**config.mk**
```make
export PLATFORM = sky130hd
export DESIGN_NAME = mod_switch_top
export DESIGN_NICKNAME = d
export VERILOG_FILES = /design/src/logic/mod_switch_pkg.sv /design/src/logic/mod_switch_top.sv /design/src/logic/coef_packer.sv /design/src/logic/coef_fifo.sv /design/src/logic/mod_switch_pow2.sv /design/src/logic/const_mult.sv
export SDC_FILE = /design/constraint.sdc
export NUM_CORES = 1
export LEC_CHECK = 0
export BUFFER_PORTS_ARGS = -buffer_cell sky130_fd_sc_hd__buf_2
export CAP_MARGIN = 40
export CELL_PAD_IN_SITES_DETAIL_PLACEMENT = 1
export CELL_PAD_IN_SITES_GLOBAL_PLACEMENT = 2
export CORE_UTILIZATION = 23
export DETAILED_ROUTE_END_ITERATION = 8
export PLACE_DENSITY_LB_ADDON = 0.1
export SLEW_MARGIN = 20
export SYNTH_ARGS = -nofsm -noshare
export SYNTH_HDL_FRONTEND = slang
export SYNTH_SLANG_ARGS = --single-unit
```
**constraint.sdc**
```tcl
create_clock -name clk -period 8.35 [get_ports clk]
set_clock_uncertainty 0.2 [all_clocks]
set_input_delay 2.505 -clock clk [delete_from_list [all_inputs] [get_ports clk]]
set_output_delay 2.505 -clock clk [all_outputs]
set_load 0.02 [all_outputs]
```
**src/logic/mod_switch_pkg.sv**
```systemverilog
package mod_switch_pkg;

  // -------------------------------------------------------------------
  // Coefficient widths and moduli
  // -------------------------------------------------------------------
  // Input prime p = 2^32 - 2^17 - 2^13 + 1
  localparam int                 MOD_P_W     = 32;
  localparam logic [MOD_P_W-1:0] MOD_P       = 32'hFFFD_E001;

  // Output modulus q is a power of two
  localparam int                 MOD_Q_W     = 32;

  // Extra fractional bits kept through the multiply
  localparam int                 PRECISION_W = 33;

  // -------------------------------------------------------------------
  // Multiplication constant floor(2^(MOD_Q_W+PRECISION_W) / MOD_P)
  // -------------------------------------------------------------------
  // One more bit is needed to hold the power of two itself
  localparam int                   CST_TMP_W = MOD_Q_W + PRECISION_W + 1;
  localparam logic [CST_TMP_W-1:0] CST_ONE   = 1;
  localparam logic [CST_TMP_W-1:0] CST_TMP   = (CST_ONE << (MOD_Q_W + PRECISION_W)) / MOD_P;

  localparam int                   CST_W     = MOD_Q_W + PRECISION_W - MOD_P_W + 1;
  localparam logic [CST_W-1:0]     CST_MULT  = CST_TMP[CST_W-1:0];

  // Top bit of the full product stays clear for inputs below MOD_P
  localparam int PROD_W = MOD_P_W + CST_W;

  // -------------------------------------------------------------------
  // Side tag, buffer and packer
  // -------------------------------------------------------------------
  localparam int SIDE_W     = 8;
  localparam int FIFO_DEPTH = 8;
  localparam int FIFO_PTR_W = $clog2(FIFO_DEPTH);
  localparam int PACK_W     = 2 * MOD_Q_W;

  // Packer waits first for the low half, then for the high half
  typedef enum logic {
    PACK_LOW  = 1'b0,
    PACK_HIGH = 1'b1
  } pack_state_e;

endpackage
```
**src/logic/mod_switch_top.sv**
```systemverilog
`timescale 1ns/1ps

module mod_switch_top
  import mod_switch_pkg::*;
(
  input  logic               clk,
  input  logic               s_rst_n,

  input  logic [MOD_P_W-1:0] a,
  input  logic               in_avail,
  input  logic [SIDE_W-1:0]  in_side,
  input  logic               drain,

  output logic [PACK_W-1:0]  pack_word,
  output logic [SIDE_W-1:0]  pack_side,
  output logic               pack_avail,
  output logic               fifo_full,
  output logic               overflow
);

  // -------------------------------------------------------------------
  // Interconnect
  // -------------------------------------------------------------------
  // Producer to buffer
  logic [MOD_Q_W-1:0] ms_z;
  logic               ms_avail;
  logic [SIDE_W-1:0]  ms_side;

  // Buffer to packer
  logic [MOD_Q_W-1:0] rd_data;
  logic [SIDE_W-1:0]  rd_side;
  logic               rd_en;
  logic               empty;

  // Producer has a fixed three cycle latency and never stalls
  mod_switch_pow2 mod_switch_pow2_inst (
    .clk      (clk),
    .s_rst_n  (s_rst_n),
    .a        (a),
    .in_avail (in_avail),
    .in_side  (in_side),
    .z        (ms_z),
    .out_avail(ms_avail),
    .out_side (ms_side)
  );

  // Every producer output is offered to the buffer
  coef_fifo coef_fifo_inst (
    .clk     (clk),
    .s_rst_n (s_rst_n),
    .wr_en   (ms_avail),
    .wr_data (ms_z),
    .wr_side (ms_side),
    .rd_en   (rd_en),
    .rd_data (rd_data),
    .rd_side (rd_side),
    .empty   (empty),
    .full    (fifo_full),
    .overflow(overflow)
  );

  // Consumer gated by the external drain level
  coef_packer coef_packer_inst (
    .clk       (clk),
    .s_rst_n   (s_rst_n),
    .drain     (drain),
    .empty     (empty),
    .rd_data   (rd_data),
    .rd_side   (rd_side),
    .rd_en     (rd_en),
    .pack_word (pack_word),
    .pack_side (pack_side),
    .pack_avail(pack_avail)
  );

endmodule

```
**src/logic/coef_packer.sv**
```systemverilog
`timescale 1ns/1ps

module coef_packer
  import mod_switch_pkg::*;
(
  input  logic               clk,
  input  logic               s_rst_n,

  input  logic               drain,
  input  logic               empty,
  input  logic [MOD_Q_W-1:0] rd_data,
  input  logic [SIDE_W-1:0]  rd_side,

  output logic               rd_en,
  output logic [PACK_W-1:0]  pack_word,
  output logic [SIDE_W-1:0]  pack_side,
  output logic               pack_avail
);

  pack_state_e        state;

  // Low half held until its partner arrives
  logic [MOD_Q_W-1:0] low_coef;
  logic [SIDE_W-1:0]  low_side;

  // Pull one entry per cycle while allowed and data is there
  assign rd_en = drain && !empty;

  // -------------------------------------------------------------------
  // Pair FSM
  // -------------------------------------------------------------------
  always_ff @(posedge clk) begin
    if (!s_rst_n) begin
      state      <= PACK_LOW;
      pack_avail <= 1'b0;
      pack_side  <= '0;
      low_side   <= '0;
    end else begin
      pack_avail <= 1'b0;
      if (rd_en) begin
        case (state)
          PACK_LOW: begin
            low_side <= rd_side;
            state    <= PACK_HIGH;
          end
          PACK_HIGH: begin
            // Tag of the pair is the tag of its first coefficient
            pack_side  <= low_side;
            pack_avail <= 1'b1;
            state      <= PACK_LOW;
          end
          default: state <= PACK_LOW;
        endcase
      end
    end
  end

  // -------------------------------------------------------------------
  // Payload registers
  // -------------------------------------------------------------------
  // First coefficient goes in the low half
  always_ff @(posedge clk) begin
    if (rd_en && (state == PACK_LOW)) begin
      low_coef <= rd_data;
    end
    if (rd_en && (state == PACK_HIGH)) begin
      pack_word <= {rd_data, low_coef};
    end
  end

  // -------------------------------------------------------------------
  // Checks
  // -------------------------------------------------------------------
  // Two reads per word, so strobes are never adjacent
  a_no_back_to_back : assert property (
    @(posedge clk) disable iff (!s_rst_n)
    pack_avail |=> !pack_avail
  ) else $error("coef_packer: pack_avail on consecutive cycles");

endmodule

```
**src/logic/coef_fifo.sv**
```systemverilog
`timescale 1ns/1ps

module coef_fifo
  import mod_switch_pkg::*;
(
  input  logic               clk,
  input  logic               s_rst_n,

  input  logic               wr_en,
  input  logic [MOD_Q_W-1:0] wr_data,
  input  logic [SIDE_W-1:0]  wr_side,

  input  logic               rd_en,
  output logic [MOD_Q_W-1:0] rd_data,
  output logic [SIDE_W-1:0]  rd_side,

  output logic               empty,
  output logic               full,
  output logic               overflow
);

  // -------------------------------------------------------------------
  // Storage and pointers
  // -------------------------------------------------------------------
  logic [MOD_Q_W-1:0]    mem_data [FIFO_DEPTH];
  logic [SIDE_W-1:0]     mem_side [FIFO_DEPTH];

  logic [FIFO_PTR_W-1:0] wr_ptr;
  logic [FIFO_PTR_W-1:0] rd_ptr;
  // Count needs one more bit to tell full from empty
  logic [FIFO_PTR_W:0]   count;

  logic                  wr_ok;
  logic                  rd_ok;

  assign empty = (count == '0);
  assign full  = (count == (FIFO_PTR_W+1)'(FIFO_DEPTH));

  // Writes into a full buffer are dropped
  assign wr_ok = wr_en && !full;
  assign rd_ok = rd_en && !empty;

  // Head entry is always on the read port
  assign rd_data = mem_data[rd_ptr];
  assign rd_side = mem_side[rd_ptr];

  // Memory write
  always_ff @(posedge clk) begin
    if (wr_ok) begin
      mem_data[wr_ptr] <= wr_data;
      mem_side[wr_ptr] <= wr_side;
    end
  end

  // -------------------------------------------------------------------
  // Pointer and occupancy update
  // -------------------------------------------------------------------
  // Depth is a power of two so the pointers wrap on their own
  always_ff @(posedge clk) begin
    if (!s_rst_n) begin
      wr_ptr <= '0;
      rd_ptr <= '0;
      count  <= '0;
    end else begin
      if (wr_ok) begin
        wr_ptr <= wr_ptr + 1'b1;
      end
      if (rd_ok) begin
        rd_ptr <= rd_ptr + 1'b1;
      end
      // Simultaneous read and write leaves the count unchanged
      case ({wr_ok, rd_ok})
        2'b10:   count <= count + 1'b1;
        2'b01:   count <= count - 1'b1;
        default: count <= count;
      endcase
    end
  end

  // Any write attempt while full sets the flag until reset
  always_ff @(posedge clk) begin
    if (!s_rst_n) begin
      overflow <= 1'b0;
    end else if (wr_en && full) begin
      overflow <= 1'b1;
    end
  end

  // -------------------------------------------------------------------
  // Checks
  // -------------------------------------------------------------------
  // Packer must look at empty before reading
  a_no_read_when_empty : assert property (
    @(posedge clk) disable iff (!s_rst_n)
    !(rd_en && empty)
  ) else $error("coef_fifo: read while empty");

endmodule

```
**src/logic/mod_switch_pow2.sv**
```systemverilog
`timescale 1ns/1ps

module mod_switch_pow2
  import mod_switch_pkg::*;
(
  input  logic               clk,
  input  logic               s_rst_n,

  input  logic [MOD_P_W-1:0] a,
  input  logic               in_avail,
  input  logic [SIDE_W-1:0]  in_side,

  output logic [MOD_Q_W-1:0] z,
  output logic               out_avail,
  output logic [SIDE_W-1:0]  out_side
);

  // z = round(a * 2^MOD_Q_W / MOD_P), done as a multiply by CST_MULT
  // followed by dropping PRECISION_W fractional bits

  // -------------------------------------------------------------------
  // Stage 0 input register
  // -------------------------------------------------------------------
  logic [MOD_P_W-1:0] s0_a;
  logic               s0_avail;
  logic [SIDE_W-1:0]  s0_side;

  always_ff @(posedge clk) begin
    s0_a <= a;
  end

  always_ff @(posedge clk) begin
    if (!s_rst_n) begin
      s0_avail <= 1'b0;
      s0_side  <= '0;
    end else begin
      s0_avail <= in_avail;
      s0_side  <= in_side;
    end
  end

  // -------------------------------------------------------------------
  // Stage 1 constant multiply
  // -------------------------------------------------------------------
  logic [PROD_W-1:0] s1_prod;
  logic              s1_avail;
  logic [SIDE_W-1:0] s1_side;

  const_mult const_mult_inst (
    .clk      (clk),
    .s_rst_n  (s_rst_n),
    .x        (s0_a),
    .in_avail (s0_avail),
    .in_side  (s0_side),
    .prod     (s1_prod),
    .out_avail(s1_avail),
    .out_side (s1_side)
  );

  // Rounding on the highest discarded bit
  // The increment wraps modulo 2^MOD_Q_W
  logic [MOD_Q_W-1:0] s1_trunc;
  logic [MOD_Q_W-1:0] s1_result;

  assign s1_trunc  = s1_prod[PROD_W-2:PRECISION_W];
  assign s1_result = s1_trunc + MOD_Q_W'(s1_prod[PRECISION_W-1]);

  // -------------------------------------------------------------------
  // Stage 2 output register
  // -------------------------------------------------------------------
  always_ff @(posedge clk) begin
    z <= s1_result;
  end

  always_ff @(posedge clk) begin
    if (!s_rst_n) begin
      out_avail <= 1'b0;
      out_side  <= '0;
    end else begin
      out_avail <= s1_avail;
      out_side  <= s1_side;
    end
  end

  // -------------------------------------------------------------------
  // Checks
  // -------------------------------------------------------------------
  // Product MSB set means the input was not reduced mod p
  a_prod_msb_clear : assert property (
    @(posedge clk) disable iff (!s_rst_n)
    s1_avail |-> !s1_prod[PROD_W-1]
  ) else $error("mod_switch_pow2: product MSB set, overflow");

  // Upstream must only send reduced coefficients
  a_input_reduced : assert property (
    @(posedge clk) disable iff (!s_rst_n)
    s0_avail |-> (s0_a < MOD_P)
  ) else $error("mod_switch_pow2: input not below MOD_P");

endmodule

```
**src/logic/const_mult.sv**
```systemverilog
`timescale 1ns/1ps

module const_mult
  import mod_switch_pkg::*;
(
  input  logic              clk,
  input  logic              s_rst_n,

  input  logic [MOD_P_W-1:0] x,
  input  logic               in_avail,
  input  logic [SIDE_W-1:0]  in_side,

  output logic [PROD_W-1:0]  prod,
  output logic               out_avail,
  output logic [SIDE_W-1:0]  out_side
);

  // -------------------------------------------------------------------
  // Product register
  // -------------------------------------------------------------------
  // Both operands widened to the product width before the multiply
  logic [PROD_W-1:0] x_ext;
  logic [PROD_W-1:0] cst_ext;

  assign x_ext   = PROD_W'(x);
  assign cst_ext = PROD_W'(CST_MULT);

  // Datapath register
  always_ff @(posedge clk) begin
    prod <= x_ext * cst_ext;
  end

  // -------------------------------------------------------------------
  // Strobe and tag delay
  // -------------------------------------------------------------------
  // Keeps avail and tag aligned with the product
  always_ff @(posedge clk) begin
    if (!s_rst_n) begin
      out_avail <= 1'b0;
      out_side  <= '0;
    end else begin
      out_avail <= in_avail;
      out_side  <= in_side;
    end
  end

endmodule

```
==> results of run 1 <==
## registers in the layout, summed over array words and instances, names as in the netlist, named ones only
register and flops:
coef_fifo_inst.count 4, coef_fifo_inst.mem_data 256, coef_fifo_inst.mem_side 64, coef_fifo_inst.overflow 1
coef_fifo_inst.rd_ptr 3, coef_fifo_inst.wr_ptr 3, coef_packer_inst.low_coef 32, coef_packer_inst.low_side 8
coef_packer_inst.pack_avail 1, coef_packer_inst.pack_side 8, coef_packer_inst.pack_word 64, coef_packer_inst.state 1
mod_switch_pow2_inst.const_mult_inst.out_avail 1, mod_switch_pow2_inst.const_mult_inst.out_side 8, mod_switch_pow2_inst.const_mult_inst.prod 33, mod_switch_pow2_inst.out_avail 1
mod_switch_pow2_inst.out_side 8, mod_switch_pow2_inst.s0_a 32, mod_switch_pow2_inst.s0_avail 1, mod_switch_pow2_inst.s0_side 8
mod_switch_pow2_inst.z 32
## Yosys cell counts, types with 8 or more instances
cell type	n
edfxtp_1	416
ha_1	318
inv_1	214
dfxtp_1	156
nand2_1	92
fa_1	85
mux4_2	80
a21oi_1	68
nor2_1	56
xnor2_1	47
mux2_2	32
and2_1	31
clkbuf_1	27
o21ai_0	24
nand3_1	23
nand4_1	19
xor2_1	19
and3_1	16
nor3_1	15
a21o_1	14
a211oi_1	11
mux2i_1	10
nand2b_1	8
o211ai_1	8
o21a_1	8
## layout make-up
type                    count  area [µm²]
multi-input cells        1070       11280
diodes                      1       2.502
well taps                1612        2017
inverters                 215       808.3
fillers                 12820       87090
repair buffers            143       853.3
flip-flops and latches    572       15620
clock inverters            31       311.5
clock buffers              98        1981
## worst reg2reg max path: stages, from the launching register on
cell	delay, ps
dfxtp_1	560
inv_1	140
fa_1	550
inv_1	40
ha_1	290
ha_1	280
inv_1	50
fa_1	480
fa_1	530
fa_1	550
inv_1	40
ha_1	280
ha_1	300
ha_1	410
and3_1	260
nand4_1	100
a221oi_1	350
o31ai_2	210
a21boi_2	230
o21ai_1	160
a2111oi_0	600
o41a_1	190
## logic make-up after synthesis
| group | after synthesis | share of synthesized area (%) |
|---|---|---|
| buffers and inverters | 254 | 3.482 |
| XOR/XNOR | 66 | 2.078 |
| multiplexers | 122 | 8.134 |
| flip-flops | 572 | 56.15 |
| AO/OA/AOI/OAI | 184 | 4.422 |
| adder cells (fa/ha/maj) | 403 | 20.42 |
| AND/OR/NAND/NOR | 295 | 5.313 |
## metal layers
layer | vias up | share of wire (%)
met5 | - | 0
met4 | 0 | 2.0
met1 | 7884 | 44
met3 | 75 | 3.3
met2 | 193 | 50
li1 | 7286 | -
## per-stage QoR
| stage | instances | hold WS, ps |
|---|---|---|
| floorplan | 1896 | 200.3 |
| global route | 3741 | 227.1 |
| detailed placement | 3612 | 206.1 |
| CTS | 3741 | 217.0 |
| global placement | 3606 | 204.0 |
| finish | 3742 | 216.1 |
## power by group
group,switching (µW),internal [µW],total (µW)
clock network,1220,1800,3010
logic,1680,1160,2830
registers,235,3390,3620
total,3130,6340,9470
## worst paths after layout
path / start / endpoint / slack, ps / cells past startpoint
setup / recovery: mod_switch_pow2_inst.s0_a[29]$_DFF_P_ / mod_switch_pow2_inst.const_mult_inst.prod[54]$_DFF_P_ / 1510 / 21
hold / removal: coef_packer_inst.low_coef[19]$_DFFE_PP_ / coef_packer_inst.pack_word[19]$_DFFE_PP_ / 220 / 0
setup reg to reg: mod_switch_pow2_inst.s0_a[29]$_DFF_P_ / mod_switch_pow2_inst.const_mult_inst.prod[54]$_DFF_P_ / 1510 / 21
hold reg to reg: coef_packer_inst.low_coef[19]$_DFFE_PP_ / coef_packer_inst.pack_word[19]$_DFFE_PP_ / 220 / 0
==> impl_metrics.py, run 1 <==
metrics = {
    "outcome": {
        "status": "completed",
    },
    "sta": {
        "finalHoldViolCount": 0,
        "fin_setup_tns_ps": 0,
        "worst_pin_slew_ps": 882.1,
        "layout_min_cycle_time_ps": 6836,
        "setup_viol": 0,
        "maxSlewHeadroom_pct": 41.11,
        "worst_slack_ps": 1514,
        "rsz0062_at_grt": "false",
        "maxSlewViolCount": 0,
        "max_freq_ghz": 0.1463,
        "period_share_pct": 81.87,
    },
    "finish": {
        "finalInstanceArea_um2": 32880,
        "layout_commonest_cell": "edfxtp_1",
        "utilization_pct": 27.41,
        "final_cell_mix": "416 x edfxtp_1, 318 x ha_1, 214 x inv_1, 153 x dfxtp_1, 118 x buf_2",
        "drive_gt1_share_pct": 18.32,
        "num-nets-final": 2519,
        "area.growth.synth_to_final_pct": 18.22,
    },
    "worst_hold_path": {
        "hp-class": "flip-flop to flip-flop",
    },
    "logic_synthesis": {
        "yosys_warnings": 0,
        "synth_area_leader_cell": "edfxtp_1",
        "async_flop_share_pct": 0,
        "synth_cell_types": 71,
        "ys.flop_type": "edfxtp_1",
        "syn_nets": 2343,
        "synth_top_area_share_pct": 44.92,
        "synth_area_um2": 27810,
        "avgSynthCellArea_um2": 14.67,
        "synthCells": 1896,
        "yosys-top-cells-area": "edfxtp_1 45%, ha_1 14%, dfxtp_1 11%, mux4_2 6.5%, fa_1 6.1%",
        "ys_ff_latch": 572,
        "ys_seq_area_share_pct": 56.15,
        "synth-edff-count": 416,
    },
    "global_route": {
        "met2_usage_pct": 21.73,
        "met1_usage_pct": 15.33,
        "grt_usage_pct": 12.30,
        "grt_pass1_vias": 17370,
        "met3_usage_pct": 2.020,
        "grt_max_degree": 53,
        "top_usage_layer": "met2",
        "antenna_found_initial": 0,
        "overflow": 0,
        "grt_first_pass_wirelength_mm": 111.1,
    },
    "job": {
        "cap_violations": 0,
    },
    "clock_tree": {
        "clock_latency_ps": 630,
        "cts-hold-fix-buffers": 0,
        "cts-htree-levels": 3,
        "post_cts_resized": 0,
        "cts_tree": "built",
        "cts_buffers": 70,
        "cts_setup_buffers": 0,
        "path_clk_slew_ps": 60,
        "root_buffer": "clkbuf_16",
        "clock_sinks": 572,
        "cts.path.max_buffers": 3,
    },
    "routing": {
        "drt-total-wl_mm": 73.70,
        "avgRoutedWirePerCell_um": 19.70,
        "drt_iter0_markers": 661,
        "drc": 0,
        "firstDrtPassIters": 6,
        "vias": 15440,
        "ant_nets": 0,
        "viasPerCell": 4.126,
    },
    "worst_setup_path": {
        "critPathTopFamily": "adder cells",
        "path_cells": "inv_1 -> fa_1 -> inv_1 -> ha_1 -> ha_1 -> inv_1 -> fa_1 -> fa_1 -> fa_1 -> inv_1 -> ha_1 -> ha_1 -> ha_1 -> and3_1 -> nand4_1 -> a221oi_1 -> o31ai_2 -> a21boi_2 -> o21ai_1 -> a2111oi_0 -> o41a_1",
        "setup.worst_path.class": "flip-flop to flip-flop",
        "endpoint_kind": "flip-flop",
        "critPathRequiredTime_ps": 8720,
        "cp_data_arrival_time_ps": 7210,
        "cp_common_cell": "ha_1",
        "start_kind": "flip-flop",
        "crit_buf_inv": 4,
        "critPathMaxFanout": 8,
        "max_stage_delay_ps": 600,
        "cp_slowest_cell": "a2111oi_0",
    },
    "floorplan": {
        "rows": 127,
        "core_area_um2": 120000,
        "initial_core_util_pct": 23.18,
        "top_level_ports": 119,
        "dieArea_um2": 122300,
        "die_x_um": 349.7,
        "fp.dieH_um": 349.7,
    },
    "placed_design": {
        "dpl.hpwl_mm": 52.75,
        "placed_area_um2": 30580,
        "dp_slack_ps": 1254,
        "gp_congestion": 0.7370,
        "portBuffers": 118,
    },
    "power_and_ir_drop": {
        "peakVddDrop_uv": 132.6,
        "power_uw": 9468,
        "power.leakage_uw": 0.01290,
        "p_per_area_nw_per_um2": 288.0,
    },
}
No activity file was read; power rests on OpenSTA's default activity.
==> run 2: changes to the inputs <==
Clock period 8.35 ns to 5.75 ns, I/O delays scaled along.
==> run 2 against run 1 <==
Non-clock buffer count grew 171. First-iteration DRC count shrank 22%. Hold slack got worse by 7.8 ps. Power rose by 62%. Maximum frequency grew 21%. Global-route usage hardly changed. Register-to-register slack got worse by 1400 ps. Sequential power up 45%. Critical path type unchanged. Largest cell class unchanged.
==> impl_metrics.py, run 2 (same netlist as run 1, synthesis figures left out) <==
metrics = {
    "global_route": {
        "grt_usage_pct": 12.33,
        "grt_max_degree": 35,
        "grt_pass1_vias": 18090,
        "overflow": 0,
        "grt_first_pass_wirelength_mm": 112.1,
        "antenna_found_initial": 1,
    },
    "sta": {
        "timing.hold.ws_ps": 208.3,
        "maxSlewViolCount": 0,
        "fin_setup_tns_ps": 0,
        "worst_pin_slew_ps": 799.8,
        "rsz0062_at_grt": "true",
        "setup_viol": 0,
        "layout_min_cycle_time_ps": 5658,
        "finalHoldViolCount": 0,
        "maxSlewHeadroom_pct": 46.55,
        "period_share_pct": 98.39,
        "max_freq_ghz": 0.1768,
    },
    "worst_setup_path": {
        "cp_data_arrival_time_ps": 6020,
        "start_kind": "flip-flop",
        "critPathRequiredTime_ps": 6120,
        "r2r_cells": 21,
        "setup.worst_path.class": "flip-flop to flip-flop",
        "critPathMaxFanout": 3,
        "rrSetupSlack_ps": 90,
        "endpoint_kind": "flip-flop",
    },
    "placed_design": {
        "dpl.hpwl_mm": 54.84,
        "portBuffers": 118,
        "gp_congestion": 0.7168,
    },
    "finish": {
        "area.growth.synth_to_final_pct": 26.42,
        "reg.largest.list": "coef_fifo_inst.mem_data x256, coef_fifo_inst.mem_side x64, coef_packer_inst.pack_word x64",
        "largest_reg_flops": 256,
        "regMostFlops": "coef_fifo_inst.mem_data",
        "layout_commonest_cell": "edfxtp_1",
        "utilization_pct": 29.31,
        "drive_gt1_share_pct": 29.78,
        "final_cell_mix": "416 x edfxtp_1, 274 x ha_1, 203 x inv_1, 180 x buf_4, 141 x dfxtp_1",
        "fillers": 12740,
        "num-nets-final": 2690,
    },
    "floorplan": {
        "die_x_um": 349.7,
        "top_level_ports": 119,
        "initial_core_util_pct": 23.18,
        "rows": 127,
        "dieArea_um2": 122300,
        "core_area_um2": 120000,
        "fp.dieH_um": 349.7,
    },
    "job": {
        "cap_violations": 0,
    },
    "routing": {
        "firstDrtPassIters": 4,
        "avgRoutedWirePerCell_um": 19.01,
        "viasPerCell": 4.100,
        "drc": 0,
        "drt-total-wl_mm": 74.37,
        "ant_nets": 0,
        "vias": 16040,
        "drt_iter0_markers": 516,
    },
    "power_and_ir_drop": {
        "power.leakage_uw": 0.01377,
        "p_per_area_nw_per_um2": 437.3,
        "peakVddDrop_uv": 220.4,
        "power_uw": 15370,
    },
    "worst_hold_path": {
        "hold_depth": 0,
        "hp-class": "flip-flop to flip-flop",
    },
    "clock_tree": {
        "clock_latency_ps": 630,
        "cts_buffers": 69,
        "cts-htree-levels": 3,
        "cts-hold-fix-buffers": 0,
        "cts_tree": "built",
        "root_buffer": "clkbuf_16",
        "clock_sinks": 572,
        "path_clk_slew_ps": 60,
        "cts.path.max_buffers": 3,
    },
    "outcome": {
        "status": "completed",
    },
}
run 2: cell count changes in the layout (fill, tap and decap cells not counted), moves of 11 or more:
| cell | change |
|---|---|
| a21oi_1 | -15 |
| a21oi_2 | +11 |
| buf_4 | +161 |
| dfxtp_1 | -12 |
| ha_1 | -44 |
| ha_4 | +42 |
| inv_1 | -11 |
| inv_2 | +11 |
run 2: what timing repair did:
action	in CTS	in global routing
gates resized for setup	98	66
gates cloned	1	0
setup endpoints to repair	32	26
pin swaps	57	42
setup buffers	8	4
run 2: per-stage QoR:
stage | worst slack (ps) | std cells | area, µm²
floorplan | -18.89 | 1896 | 27830
global placement | -478.5 | 3767 | 31720
detailed placement | -619.9 | 3773 | 31840
CTS | 0.7647 | 3908 | 34770
global route | -110.6 | 3912 | 35160
finish | 92.36 | 3913 | 35160
run 2: routing by layer:
metal | vias to the layer above | global-route usage [%] | part of all wire, %
li1 | 7623 | - | -
met1 | 8117 | 15.07 | 44
met2 | 204 | 22.04 | 51
met3 | 98 | 2.025 | 3.2
met4 | 0 | 3.786 | 2.3
met5 | - | 0 | 0
run 2: where the power goes:
| group | switching, µW | internal (µW) |
|---|---|---|
| Clock | 1800 | 2530 |
| Combinational | 2950 | 2860 |
| Sequential | 318 | 4920 |
run 2: path summary, 6_finish.rpt:
kind	endpoint	startpoint
worst max-delay path	mod_switch_pow2_inst.const_mult_inst.prod[54]$_DFF_P_	mod_switch_pow2_inst.s0_a[26]$_DFF_P_
worst min register to register	coef_packer_inst.pack_word[20]$_DFFE_PP_	coef_packer_inst.low_coef[20]$_DFFE_PP_
worst min-delay path	coef_packer_inst.pack_word[20]$_DFFE_PP_	coef_packer_inst.low_coef[20]$_DFFE_PP_
worst max register to register	mod_switch_pow2_inst.const_mult_inst.prod[54]$_DFF_P_	mod_switch_pow2_inst.s0_a[26]$_DFF_P_
run 2: critical path: stages (launching register included):
cell       delay (ps)
dfxtp_2           330
inv_1              50
fa_1              540
inv_1              60
ha_4              220
fa_1              530
inv_1              60
fa_1              490
fa_2              540
inv_1              80
ha_4              250
ha_4              240
ha_4              260
and3_4            180
buf_4             110
nand4_1           150
a221oi_4          290
o31ai_4           170
a21boi_4          220
o21ai_4           110
a2111oi_4         330
o41a_1            180
run 2: final cells by class:
| cell class | instances | area [µm²] | area share (%) |
|---|---|---|---|
| sequential | 572 | 15650 | 44.50 |
| multi-input combinational | 1071 | 12220 | 34.75 |
| timing repair buffer | 314 | 2195 | 6.242 |
| tap | 1612 | 2017 | 5.736 |
| clock buffer | 99 | 1909 | 5.430 |
| inverter | 215 | 808.3 | 2.299 |
| clock inverter | 29 | 365.4 | 1.039 |
| antenna | 1 | 2.502 | 0.007117 |
==> run 3: changes to the inputs <==
Settings changed: ABC_AREA from default to 1.
==> run 3 against run 2 <==
Die area grew 7.8%. Utilization fell by 1.4 points. Largest power group unchanged. Final cell count grew 29%. Critical path depth is 2 higher. Design area rose by 2.7%. Area after synthesis grew 7.9%. Synthesized cell count is 57% higher. Via count is 32% higher. Worst setup slack improved by 160 ps.
==> impl_metrics.py, run 3 <==
metrics = {
    "outcome": {
        "status": "completed",
    },
    "global_route": {
        "overflow": 0,
        "antenna_found_initial": 5,
        "grt_usage_pct": 15.20,
        "grt_first_pass_wirelength_mm": 147.6,
        "met1_usage_pct": 18.62,
        "grt_max_degree": 67,
        "met2_usage_pct": 27.22,
        "grt_pass1_vias": 23380,
        "met3_usage_pct": 2.457,
        "top_usage_layer": "met2",
    },
    "floorplan": {
        "dieArea_um2": 131900,
        "rows": 132,
        "die_x_um": 363.2,
        "initial_core_util_pct": 23.17,
        "core_area_um2": 129500,
        "fp.dieH_um": 363.2,
        "top_level_ports": 119,
    },
    "logic_synthesis": {
        "synthAdderAreaFrac_pct": 18.93,
        "syn_nets": 3431,
        "synth_top_cells_by_count": "525 x nand2_1, 458 x inv_1, 416 x edfxtp_1, 402 x nor2_1, 318 x ha_1",
        "ys_seq_area_share_pct": 52.04,
        "async_flop_share_pct": 0,
        "avgSynthCellArea_um2": 10.06,
        "synth_xor_area_share_pct": 1.051,
        "synth_top_area_share_pct": 41.63,
        "synthSimpleGateAreaFrac_pct": 14.48,
        "yosysMostFrequentCell": "nand2_1",
        "synth-edff-count": 416,
        "synth_top_family_by_area": "adder cells",
        "synth_area_leader_cell": "edfxtp_1",
        "synth_compound_area_share_pct": 6.922,
        "synth_area_um2": 30010,
        "ys.flop_type": "edfxtp_1",
        "synth_cell_types": 40,
        "muxShareOfSynthArea_pct": 0,
        "synthCells": 2984,
        "ys_ff_latch": 572,
        "yosys-top-cells-area": "edfxtp_1 42%, ha_1 13%, dfxtp_1 10%, nand2_1 6.6%, inv_1 5.7%",
        "yosys_warnings": 0,
    },
    "routing": {
        "firstDrtPassIters": 4,
        "drt-total-wl_mm": 99.34,
        "avgRoutedWirePerCell_um": 19.73,
        "ant_nets": 0,
        "viasPerCell": 4.210,
        "vias": 21190,
        "drc": 0,
        "drt_iter0_markers": 694,
    },
    "sta": {
        "max_freq_ghz": 0.1820,
        "layout_min_cycle_time_ps": 5496,
        "worst_pin_slew_ps": 823.0,
        "maxSlewHeadroom_pct": 45.13,
        "period_share_pct": 95.58,
        "timing.hold.ws_ps": 213.2,
        "setup_viol": 0,
        "maxSlewViolCount": 0,
        "rsz0062_at_grt": "false",
        "finalHoldViolCount": 0,
    },
    "job": {
        "cap_violations": 0,
    },
    "worst_setup_path": {
        "cp_slowest_cell": "fa_1",
        "endpoint_kind": "flip-flop",
        "cp_data_arrival_time_ps": 5850,
        "critPathMaxFanout": 4,
        "start_kind": "flip-flop",
        "crit_buf_inv": 7,
        "setup.worst_path.class": "flip-flop to flip-flop",
        "max_stage_delay_ps": 530,
        "critPathTopFamily": "adder cells",
        "critPathRequiredTime_ps": 6110,
        "path_cells": "inv_1 -> ha_1 -> inv_1 -> ha_1 -> ha_1 -> ha_1 -> inv_1 -> fa_1 -> inv_1 -> fa_1 -> fa_1 -> ha_1 -> ha_1 -> nand2_1 -> o21ai_1 -> buf_4 -> inv_1 -> nand2_1 -> inv_1 -> nand3_1 -> nand2_1 -> nand3_1 -> nand2_1",
    },
    "clock_tree": {
        "clock_latency_ps": 670,
        "cts_setup_buffers": 0,
        "path_clk_slew_ps": 60,
        "root_buffer": "clkbuf_16",
        "cts_tree": "built",
        "cts.path.max_buffers": 3,
        "cts_buffers": 73,
        "cts-htree-levels": 3,
        "clock_sinks": 572,
    },
    "finish": {
        "fin_cells": 5034,
        "finalInstanceArea_um2": 36110,
        "antenna_cells": 0,
        "largest_reg_flops": 256,
        "reg.largest.list": "coef_fifo_inst.mem_data x256, coef_fifo_inst.mem_side x64, coef_packer_inst.pack_word x64",
        "final_cell_mix": "516 x nand2_1, 452 x inv_1, 416 x edfxtp_1, 387 x nor2_1, 313 x ha_1",
        "utilization_pct": 27.89,
        "drive_gt1_share_pct": 12.58,
        "layout_commonest_cell": "nand2_1",
        "area.growth.synth_to_final_pct": 20.34,
        "regMostFlops": "coef_fifo_inst.mem_data",
        "num-nets-final": 3678,
    },
    "placed_design": {
        "portBuffers": 118,
        "gp_congestion": 0.8054,
        "placed_area_um2": 33570,
        "post-place-cells": 4897,
        "dpl.hpwl_mm": 75.51,
    },
    "power_and_ir_drop": {
        "power_uw": 16590,
        "p_per_area_nw_per_um2": 459.4,
        "peakVddDrop_uv": 198.7,
        "power.leakage_uw": 0.01577,
    },
    "worst_hold_path": {
        "hp-class": "flip-flop to flip-flop",
    },
}
-- run 3: cell count changes in the layout (fill, tap and decap cells not counted), moves of 39 or more --
cell     previous run  this run
nand2_1            84       516
nor2_1             53       387
inv_1             203       452
o21ai_0            19       192
mux4_2             80         0
buf_4             180       108
nand3_1            20        77
ha_1              274       313
-- run 3: logic make-up (layout without fill, tap and decap cells) --
logic type	after synthesis	in the layout
AND/OR/NAND/NOR	1072	1072
flip-flops	572	572
buffers and inverters	523	831
adder cells (fa/ha/maj)	403	403
AO/OA/AOI/OAI	378	378
XOR/XNOR	36	36
-- run 3: metrics by stage --
stage                     setup TNS [ps]  setup slack [ps]
final                                  0             254.0
after global routing                   0             3.631
after CTS                              0             17.53
after detailed placement          -48.66            -22.78
after global placement                 0             17.27
after floorplan                        0             475.0
-- run 3: final cells by class --
| cell class | instances | area, µm² |
|---|---|---|
| well taps | 1742 | 2180 |
| multi-input cells | 1889 | 12650 |
| fillers | 14740 | 93370 |
| repair buffers | 233 | 1559 |
| flip-flops and latches | 572 | 15620 |
| clock inverters | 36 | 357.8 |
| clock buffers | 100 | 2009 |
| inverters | 462 | 1738 |
-- run 3: repair_timing --
item / 4_1_cts / 5_1_grt
setup endpoints to repair: 10 / 31
hold buffers: 0 / 0
pin swaps: 0 / 3
gates resized for setup: 4 / 45
-- run 3: power by group --
| part | switching [µW] | internal [µW] |
|---|---|---|
| combinational | 4270 | 2200 |
| clock | 1880 | 2620 |
| sequential | 476 | 5140 |
| total | 6630 | 9960 |
-- run 3: tightest hold or removal path, stage by stage (launching register included) --
cell,delay (ps)
dfxtp_1,300
nand2_1,40
inv_1,40
-- run 3: final timing paths --
path | from | endpoint | depth (start not counted) | slack, ps
worst max-delay path | mod_switch_pow2_inst.s0_a[21]$_DFF_P_ | mod_switch_pow2_inst.const_mult_inst.prod[58]$_DFF_P_ | 23 | 250
worst max register to register | mod_switch_pow2_inst.s0_a[21]$_DFF_P_ | mod_switch_pow2_inst.const_mult_inst.prod[58]$_DFF_P_ | 23 | 250
worst min register to register | mod_switch_pow2_inst.const_mult_inst.out_side[2]$_SDFF_PN0_ | mod_switch_pow2_inst.out_side[2]$_SDFF_PN0_ | 2 | 210
worst min-delay path | mod_switch_pow2_inst.const_mult_inst.out_side[2]$_SDFF_PN0_ | mod_switch_pow2_inst.out_side[2]$_SDFF_PN0_ | 2 | 210
-- run 3: routing by layer --
metal / up-vias / routed length [µm]
met1: 10430 / 44690
li1: 10390 / -
met2: 238 / 49480
met4: 2 / 2408
met5: - / 13
met3: 130 / 2739
